[src/source/s100BusPkg.sv]
/*
 * S-100 SBC bus package
 * widths, address and data types, the IEEE-696 status word,
 * LED source select, onboard RAM window, front panel port number
 * and the wait state counts shared by the bus glue
 */
package s100BusPkg;

    //////////////////////////////
    // bus widths and types
    //////////////////////////////
    localparam int addrWidth = 16;                // cpu and s100 address
    localparam int dataWidth = 8;                 // one byte data path

    typedef logic [addrWidth-1:0] addr_t;         // A15..A0
    typedef logic [dataWidth-1:0] data_t;         // D7..D0

    // status word, sHlta lands on bit 0 as on the latch chip
    typedef struct packed {
        logic sInta;                              // bit 6, int acknowledge
        logic sM1;                                // bit 5, opcode fetch
        logic nSwo;                               // bit 4, write out, active low
        logic sMemr;                              // bit 3, memory read
        logic sInp;                               // bit 2, io read
        logic sOut;                               // bit 1, io write
        logic sHlta;                              // bit 0, halt acknowledge
    } status_t;

    // led bar source, from the iobyte switches
    typedef enum logic [1:0] {
        cpuOut = 2'b00,                           // cpu data out bus
        cpuIn  = 2'b01,                           // cpu data in bus
        debug  = 2'b10,                           // debug byte
        portFF = 2'b11                            // front panel latch
    } ledSel_t;

    //////////////////////////////
    // decode and wait constants
    //////////////////////////////
    localparam logic [7:0] ramWindowTop   = 8'h7F; // 0000-7FFF onboard
    localparam logic [7:0] frontPanelPort = 8'hFF; // output port 255

    localparam int waitCountWidth = 2;            // wait counter bits
    localparam logic [waitCountWidth-1:0] ramWaits = 2'd2; // onboard ram
    localparam logic [waitCountWidth-1:0] ioWaits  = 2'd1; // any io cycle

endpackage
[src/source/s100SbcTop.sv]
/*
 * S-100 SBC bus glue, top level
 * ties the Z80 pin bus to the IEEE-696 bus: cycle sequencer, status
 * and address latches, decoder, wait state generator and the front
 * panel port with LED bar
 */
`timescale 1ns/1ps

module s100SbcTop
    import s100BusPkg::*;
(
    input  logic       pll0_2MHz,
    input  logic       n_reset,
    // cpu side
    input  logic       nMreq,
    input  logic       nIorq,
    input  logic       nRd,
    input  logic       nWr,
    input  logic       nM1,
    input  logic       nRfsh,
    input  logic       nHalt,
    input  addr_t      cpuAddress,
    input  data_t      cpuDataOut,
    output data_t      cpuDataIn,
    output logic       nWait,
    // s100 side
    input  data_t      s100Di,
    input  logic       xrdy,
    input  logic       rdy,
    output data_t      s100Do,
    output addr_t      s100Address,
    output logic       sHlta,
    output logic       sOut,
    output logic       sInp,
    output logic       sMemr,
    output logic       nSwo,
    output logic       sM1,
    output logic       sInta,
    output logic       pSync,
    output logic       pStval,
    output logic       pDbin,                     // positive pin here
    output logic       nPwr,
    output logic       sMwrt,
    // onboard ram
    input  data_t      biDataIn,
    output logic       ramNCs,
    output logic       ramNOe,
    output logic       ramNWr,
    output data_t      biDataOut,
    output logic       biDataOe,
    // switches and leds
    input  logic [7:6] ioByte,
    output data_t      sbcLeds
);

    logic    newCycle;                            // cycle start strobe
    logic    ramCs;
    logic    ioCycle;
    logic    portFFWr;
    status_t statusNow;                           // live, from the pins
    status_t statusQ;                             // latched for the bus
    addr_t   busAddress;
    ledSel_t ledSel;

    //////////////////////////////
    // pin wiring
    //////////////////////////////
    assign s100Do    = cpuDataOut;
    assign biDataOut = cpuDataOut;
    assign ledSel    = ledSel_t'(ioByte);
    assign sHlta     = statusQ.sHlta;
    assign sOut      = statusQ.sOut;
    assign sInp      = statusQ.sInp;
    assign sMemr     = statusQ.sMemr;
    assign nSwo      = statusQ.nSwo;
    assign sM1       = statusQ.sM1;
    assign sInta     = statusQ.sInta;

    //////////////////////////////
    // blocks
    //////////////////////////////
    busCycleSequencer sequencer (
        .pll0_2MHz(pll0_2MHz), .n_reset(n_reset),
        .nMreq(nMreq), .nIorq(nIorq), .nRd(nRd), .nWr(nWr), .nRfsh(nRfsh),
        .newCycle(newCycle), .pSync(pSync), .pStval(pStval),
        .pDbin(pDbin), .nPwr(nPwr), .sMwrt(sMwrt)
    );

    busLatch #(.payload_t(status_t)) statusLatch (
        .pll0_2MHz(pll0_2MHz), .n_reset(n_reset),
        .load(newCycle), .d(statusNow), .q(statusQ)
    );

    busLatch #(.payload_t(addr_t)) addressLatch (
        .pll0_2MHz(pll0_2MHz), .n_reset(n_reset),
        .load(newCycle), .d(busAddress), .q(s100Address)
    );

    addressDecoder decoder (
        .nMreq(nMreq), .nIorq(nIorq), .nRd(nRd), .nWr(nWr),
        .nM1(nM1), .nRfsh(nRfsh), .nHalt(nHalt),
        .cpuAddress(cpuAddress), .biDataIn(biDataIn), .s100Di(s100Di),
        .ramCs(ramCs), .ioCycle(ioCycle), .portFFWr(portFFWr),
        .ramNCs(ramNCs), .ramNOe(ramNOe), .ramNWr(ramNWr), .biDataOe(biDataOe),
        .statusNow(statusNow), .busAddress(busAddress), .cpuDataIn(cpuDataIn)
    );

    waitStateGen waitGen (
        .pll0_2MHz(pll0_2MHz), .n_reset(n_reset), .newCycle(newCycle),
        .ramCs(ramCs), .ioCycle(ioCycle), .xrdy(xrdy), .rdy(rdy),
        .nWait(nWait)
    );

    frontPanelPort panel (
        .pll0_2MHz(pll0_2MHz), .n_reset(n_reset), .newCycle(newCycle),
        .portFFWr(portFFWr), .pDbin(pDbin), .pSync(pSync), .ramCs(ramCs),
        .nRd(nRd), .nMreq(nMreq),
        .cpuDataOut(cpuDataOut), .cpuDataIn(cpuDataIn),
        .sMemr(statusQ.sMemr), .sInp(statusQ.sInp), .sOut(statusQ.sOut),
        .ledSel(ledSel), .sbcLeds(sbcLeds)
    );

endmodule

[src/source/frontPanelPort.sv]
/*
 * Front panel port
 * output port 0xFF latch and the onboard LED bar, the bar shows one of
 * cpu data out, cpu data in, a debug byte or the port latch, inverted
 * since the LEDs light on a low
 */
`timescale 1ns/1ps

module frontPanelPort
    import s100BusPkg::*;
(
    input  logic    pll0_2MHz,
    input  logic    n_reset,
    input  logic    newCycle,                     // high into E0
    input  logic    portFFWr,                     // out (0FFh) decode
    input  logic    pDbin,
    input  logic    pSync,
    input  logic    ramCs,
    input  logic    nRd,
    input  logic    nMreq,
    input  data_t   cpuDataOut,
    input  data_t   cpuDataIn,
    input  logic    sMemr,                        // latched status bits
    input  logic    sInp,
    input  logic    sOut,
    input  ledSel_t ledSel,                       // iobyte switches 7:6
    output data_t   sbcLeds
);

    data_t portReg;                               // port 255 contents
    data_t debugByte;
    data_t ledSource;

    always_ff @(posedge pll0_2MHz) begin
        if (!n_reset) begin
            portReg <= '0;
        end else if (newCycle && portFFWr) begin
            portReg <= cpuDataOut;                // data valid at E0
        end
    end

    // quick look at the bus handshake
    assign debugByte = {sOut, sInp, sMemr, pDbin, pSync, nMreq, nRd, ramCs};

    always_comb begin
        case (ledSel)
            cpuOut:  ledSource = cpuDataOut;
            cpuIn:   ledSource = cpuDataIn;
            debug:   ledSource = debugByte;
            default: ledSource = portReg;         // portFF
        endcase
    end

    assign sbcLeds = ~ledSource;                  // active low bar

endmodule

[src/source/waitStateGen.sv]
/*
 * Wait state generator
 * down counter loaded at every cycle start with the onboard RAM or io
 * wait count, holds the cpu wait line low while it runs and while the
 * bus xrdy or rdy lines report not ready
 */
`timescale 1ns/1ps

module waitStateGen
    import s100BusPkg::*;
(
    input  logic pll0_2MHz,
    input  logic n_reset,
    input  logic newCycle,                        // high into E0
    input  logic ramCs,
    input  logic ioCycle,
    input  logic xrdy,                            // s100 pin 3
    input  logic rdy,                             // s100 pin 72
    output logic nWait                            // low stalls the cpu
);

    logic [waitCountWidth-1:0] waitCount;
    logic [waitCountWidth-1:0] loadValue;

    // count for the cycle now starting
    assign loadValue = ramCs   ? ramWaits :
                       ioCycle ? ioWaits  :
                                 '0;              // off board memory

    always_ff @(posedge pll0_2MHz) begin
        if (!n_reset) begin
            waitCount <= '0;
        end else if (newCycle) begin
            waitCount <= loadValue;               // load at E0
        end else if (waitCount != '0) begin
            waitCount <= waitCount - 1'b1;        // one per clock
        end
    end

    assign nWait = (waitCount == '0) && xrdy && rdy;

    //////////////////////////////
    // a new cycle only starts once the previous waits ran out
    //////////////////////////////
    noReloadWhileBusy: assert property (
        @(posedge pll0_2MHz) disable iff (!n_reset)
        newCycle |-> (waitCount == '0)
    );

endmodule

[src/source/addressDecoder.sv]
/*
 * Address decoder
 * decodes the onboard RAM window and output port 0xFF from the cpu
 * pins, builds the live status word and bus address (high byte zero
 * on io), drives the RAM strobes and picks the cpu data-in source
 */
`timescale 1ns/1ps

module addressDecoder
    import s100BusPkg::*;
(
    input  logic    nMreq,                        // cpu pins, active low
    input  logic    nIorq,
    input  logic    nRd,
    input  logic    nWr,
    input  logic    nM1,
    input  logic    nRfsh,
    input  logic    nHalt,
    input  addr_t   cpuAddress,
    input  data_t   biDataIn,                     // onboard ram data
    input  data_t   s100Di,                       // s100 data in bus
    output logic    ramCs,
    output logic    ioCycle,
    output logic    portFFWr,
    output logic    ramNCs,
    output logic    ramNOe,
    output logic    ramNWr,
    output logic    biDataOe,
    output status_t statusNow,
    output addr_t   busAddress,
    output data_t   cpuDataIn
);

    logic memReq;                                 // mreq, not refresh
    logic ioReq;                                  // any iorq incl int ack
    logic memRd;
    logic memWr;

    assign memReq = !nMreq && nRfsh;
    assign ioReq  = !nIorq;
    assign memRd  = memReq && !nRd;
    assign memWr  = memReq && !nWr;

    //////////////////////////////
    // chip selects
    //////////////////////////////
    assign ramCs    = memReq && (cpuAddress[addrWidth-1:dataWidth] <= ramWindowTop);
    assign ioCycle  = ioReq && nM1;               // real io, not int ack
    assign portFFWr = ioCycle && !nWr && (cpuAddress[dataWidth-1:0] == frontPanelPort);

    // ram chip strobes, active low
    assign ramNCs   = !ramCs;
    assign ramNOe   = !(ramCs && memRd);
    assign ramNWr   = !(ramCs && memWr);
    assign biDataOe = ramCs && memWr;             // drive bidir bus on writes

    //////////////////////////////
    // status and address build
    //////////////////////////////
    always_comb begin
        statusNow.sHlta = !nHalt;
        statusNow.sOut  = ioCycle && !nWr;
        statusNow.sInp  = ioCycle && !nRd;
        statusNow.sMemr = memRd;
        statusNow.nSwo  = !(memWr || (ioCycle && !nWr)); // low on any write
        statusNow.sM1   = !nM1;
        statusNow.sInta = ioReq && !nM1;          // m1 with iorq
    end

    // z80 puts A/accumulator on A15-A8 during io, keep it off the bus
    assign busAddress = ioReq ? {8'h00, cpuAddress[dataWidth-1:0]} : cpuAddress;

    // data in mux
    assign cpuDataIn = ramCs ? biDataIn : s100Di;

endmodule

[src/source/busLatch.sv]
/*
 * Bus latch
 * load enabled register for one bus cycle, generic over its payload,
 * holds status or address steady from cycle start to the next start
 */
`timescale 1ns/1ps

module busLatch #(
    parameter type payload_t = logic [7:0]        // status word or address
) (
    input  logic     pll0_2MHz,
    input  logic     n_reset,
    input  logic     load,                        // cycle start strobe
    input  payload_t d,
    output payload_t q
);

    always_ff @(posedge pll0_2MHz) begin
        if (!n_reset) begin
            q <= '0;                              // bus shows zero after reset
        end else if (load) begin
            q <= d;                               // capture at E0
        end
    end

endmodule

[src/source/busCycleSequencer.sv]
/*
 * Bus cycle sequencer
 * samples the Z80 request pins on the 2 MHz clock, flags the start of
 * each memory or io cycle (refresh ignored) and builds the IEEE-696
 * strobes pSync, pStval, pDbin, nPwr and sMwrt from it
 */
`timescale 1ns/1ps

module busCycleSequencer (
    input  logic pll0_2MHz,
    input  logic n_reset,
    input  logic nMreq,                           // cpu pins, active low
    input  logic nIorq,
    input  logic nRd,
    input  logic nWr,
    input  logic nRfsh,
    output logic newCycle,                        // high into E0
    output logic pSync,
    output logic pStval,
    output logic pDbin,
    output logic nPwr,
    output logic sMwrt
);

    logic memReq;                                 // mreq outside refresh
    logic live;                                   // request on the pins now
    logic reqQ;                                   // request seen last edge
    logic readNext;                               // pDbin next state
    logic writeNext;                              // write strobe next state

    //////////////////////////////
    // request detect
    //////////////////////////////
    assign memReq   = !nMreq && nRfsh;            // refresh is not a bus cycle
    assign live     = memReq || !nIorq;
    assign newCycle = live && !reqQ;              // rising side of request

    // data strobes open after the sync cycle, close once request is gone
    assign readNext  = (pSync || pDbin) && live && !nRd;
    assign writeNext = (pSync || !nPwr) && live && !nWr;

    //////////////////////////////
    // strobe registers
    //////////////////////////////
    always_ff @(posedge pll0_2MHz) begin
        if (!n_reset) begin
            reqQ   <= 1'b0;
            pSync  <= 1'b0;                       // idle bus
            pStval <= 1'b1;                       // active low
            pDbin  <= 1'b0;
            nPwr   <= 1'b1;                       // active low
            sMwrt  <= 1'b0;
        end else begin
            reqQ   <= live;
            pSync  <= newCycle;                   // E0 to E1
            pStval <= !pSync;                     // low E1 to E2
            pDbin  <= readNext;
            nPwr   <= !writeNext;
            sMwrt  <= writeNext && memReq;        // memory writes only
        end
    end

    //////////////////////////////
    // protocol checks
    //////////////////////////////
    // read and write strobes never open in the same cycle
    strobesApart: assert property (
        @(posedge pll0_2MHz) disable iff (!n_reset)
        !(pDbin && !nPwr)
    );

endmodule

[config.mk]
export PLATFORM = sky130hd
export DESIGN_NAME = s100SbcTop
export DESIGN_NICKNAME = d
export VERILOG_FILES = /design/src/source/s100BusPkg.sv /design/src/source/s100SbcTop.sv /design/src/source/frontPanelPort.sv /design/src/source/waitStateGen.sv /design/src/source/addressDecoder.sv /design/src/source/busLatch.sv /design/src/source/busCycleSequencer.sv
export SDC_FILE = /design/constraint.sdc
export NUM_CORES = 1
export LEC_CHECK = 0
export BUFFER_PORTS_ARGS = -buffer_cell sky130_fd_sc_hd__buf_2
export CAP_MARGIN = 10
export CORE_MARGIN = 3
export CORE_UTILIZATION = 43
export CTS_CLUSTER_SIZE = 8
export DETAILED_ROUTE_END_ITERATION = 10
export PLACE_DENSITY = 0.84
export SETUP_SLACK_MARGIN = 0.4
export SLEW_MARGIN = 20
export SYNTH_ARGS = -nofsm -noshare
export SYNTH_HDL_FRONTEND = slang
export SYNTH_SLANG_ARGS = --single-unit
[constraint.sdc]
create_clock -name pll0_2MHz -period 2.04 [get_ports pll0_2MHz]
set_input_delay 0.102 -clock pll0_2MHz [delete_from_list [all_inputs] [get_ports pll0_2MHz]]
set_output_delay 0.102 -clock pll0_2MHz [all_outputs]
set_load 0.02 [all_outputs]
==> out/qor.yml <==
root_buffer: "clkbuf_8"
tns_ns: 0
min_period_over_period: 0.7716
cts_hold_buf: 0
cts_made_buffers: 5
fillers: 371
grt_overflow: 0
cts_tree: "done"
critPathSlowestCell: "or4b_4"
synth_cells: 217
hold_path.class: "input port to register"
syn_area_per_cell_um2: 9.041
htree_levels: 2
period_minus_slack_ns: 1.574
tightest_slew_ns: 0.4877
worstPathArrival_ns: 1.76
die-width_um: 73.55
vias: 1891
yosys_warnings: 0
rrSetupSlack_ns: 0.47
max_freq_mhz: 635.3
p_per_area_nw_per_um2: 717.3
wire_per_inst_um: 14.41
die_h_um: 73.55
finClkSkew_ns: 0.003475
ys_types: 38
power.leakage_nw: 1.269
final-hold-violation-count: 0
gp_congestion: 0.7834
numPortBuffers: 117
clockBufferDepth: 2
grt_max_degree: 31
viasPerCell: 5.167
grt_setup_unrepaired: "no"
hold_ws_ns: 0.06654
peakVddDrop_mv: 0.3905
dpl.hpwl_um: 4029
yosys.area.top_type: "dfxtp_1"
grt_pass1_wl_um: 8169
syn-num-nets: 271
yosysSeqAreaShare: 0.3980
place_ws_ns: 0.2228
crit_type: "register to register"
setup_viol: 0
antenna_found_initial: 0
drive_above_1_share: 0.4810
netlist_area_um2: 1962
status: "complete, no violations"
drtIter0Drc: 81
cp_max_fo: 8
io-pin-count: 118
start_kind: "register"
die-area_um2: 5409
slew_viol_final: 0
required_ns: 2.22
track_usage: 0.1940
slowest_delay_ns: 0.50
clkSlewWorstSetupHoldPaths_ns: 0.07
n_antenna_cell: 0
drt_wl_total_um: 5275
cts_sinks: 39
end_kind: "register"
drc_errors: 0
fp.coreArea_um2: 4202
relSlewSlack: 0.6745
start_util: 0.4669
drtPass1Iterations: 4
synthTopCellsByArea: "dfxtp_1 40%, mux2i_1 8.2%, buf_4 6.1%"
fin_ws_ns: 0.4660
area_growth_pct: 32.78
maxCapViolations: 0
grt_pass1_vias: 1749
insertion_delay_ns: 0.29
detail-route-antenna-nets: 0
synth-seq-cells: 39
path_cells: "or4b_4, nor3_4, buf_12, mux2i_4, nor2b_1"
fin_nets: 370
fp-row-count: 23
yosysTopAreaCellShare: 0.3980
## cell usage in the layout (no fill, tap or decap), types with 5 or more instances in the layout
master    count
a21boi_0      9
a31oi_1       7
buf_2       117
buf_4         5
clkbuf_8      5
dfxtp_1      38
inv_1         8
mux2_2        8
mux2i_1      15
nand2_1      32
nor2_1        6
nor2b_1      12
o221a_2       7
o22ai_1       8
## synthesized netlist by cell type
cell type  count
dfxtp_1       39
nand2_1       32
buf_4         16
mux2i_1       16
clkbuf_1      13
nor2b_1       12
a21boi_0       9
inv_1          8
mux2_2         8
o22ai_1        8
a31oi_1        7
o221a_2        7
nor2_1         6
a21oi_1        3
nor3_1         3
or3_1          3
nand4_1        2
nor4b_1        2
o211a_1        2
o211ai_1       2
o21a_1         2
a211oi_1       1
a21o_2         1
and2_1         1
and3_1         1
buf_2          1
buf_6          1
ha_1           1
inv_2          1
nand2b_1       1
nor3_4         1
o2111ai_1      1
o21ai_0        1
o2bb2ai_1      1
o311a_1        1
or2_2          1
or4b_4         1
xor2_1         1
## worst paths after layout
check / start / to / cells after the start
min: nWr / sequencer.sMwrt$_SDFF_PN0_ / 2
min reg2reg: addressLatch.q[4]$_SDFFE_PN0P_ / addressLatch.q[4]$_SDFFE_PN0P_ / 2
max reg2reg: sequencer.reqQ$_SDFF_PN0_ / panel.portReg[4]$_SDFFE_PN0P_ / 5
max: sequencer.reqQ$_SDFF_PN0_ / panel.portReg[4]$_SDFFE_PN0P_ / 5
## power breakdown
part           internal (mW)  switching (mW)  total (mW)  leakage (nW)
Combinational          0.173           0.261       0.434         0.898
Clock                  0.358           0.255       0.613        0.0513
Sequential             0.801          0.0211       0.822         0.320
## kinds of logic (layout without fill, tap and decap cells)
kind of cell | count (synthesis) | after routing | synth area share
simple gates | 66 | 66 | 0.1716
buf+inv | 40 | 139 | 0.1116
compound gates | 46 | 46 | 0.1805
mux | 24 | 24 | 0.1276
fa+ha+maj | 1 | 1 | 0.006377
flops | 39 | 39 | 0.3980
xor+xnor | 1 | 1 | 0.004465
## routing by layer
layer  vias to the layer above  global-route usage  routed length [um]
met2                        64              0.3278                2716
met4                         0             0.05433                  39
met1                       877              0.2448                2211
li1                        944                   -                   -
met5                         -                   0                   0
met3                         6             0.04651                 307
## flip-flops by register name, indices dropped and copies added, names as in the netlist
| register | cells |
|---|---|
| addressLatch.q | 16 |
| panel.portReg | 8 |
| sequencer.nPwr | 1 |
| sequencer.pDbin | 1 |
| sequencer.pStval | 1 |
| sequencer.pSync | 1 |
| sequencer.reqQ | 1 |
| sequencer.sMwrt | 1 |
| statusLatch.q | 7 |
| waitGen.waitCount | 2 |
## final cells by class
class                      instances  area, um^2  area share
clock buffer                       6       72.57     0.02786
clock inverter                     1       30.03     0.01153
inverter                           9       33.78     0.01297
multi-input combinational        138       978.4      0.3756
sequential                        39       784.5      0.3012
tap                               50       62.56     0.02402
timing repair buffer             123       643.1      0.2469
## through the flow
step	instance area, um^2	instances	power, mW	util
detailed placement	2451	356	1.272	0.5834
finish	2605	366	1.868	0.6200
global placement	2451	356	1.262	0.5834
global route	2605	366	1.961	0.6200
floorplan	1968	217	1.129	-
CTS	2596	366	1.881	0.6179
## critical path, delay by kind of cell (launching register included)
family	cells	cell delay (ns)
and+or+nand+nor	3	0.73
DFF	1	0.35
muxes	1	0.22
buffers and inverters	1	0.17
## repair_timing
action	4_1_cts	5_1_grt
setup buffers	3	0
endpoints found under the hold margin	0	0
resized for setup	3	1
endpoints found under the setup margin	8	4
pin swaps	2	1
(Power assumes the default switching activity.)
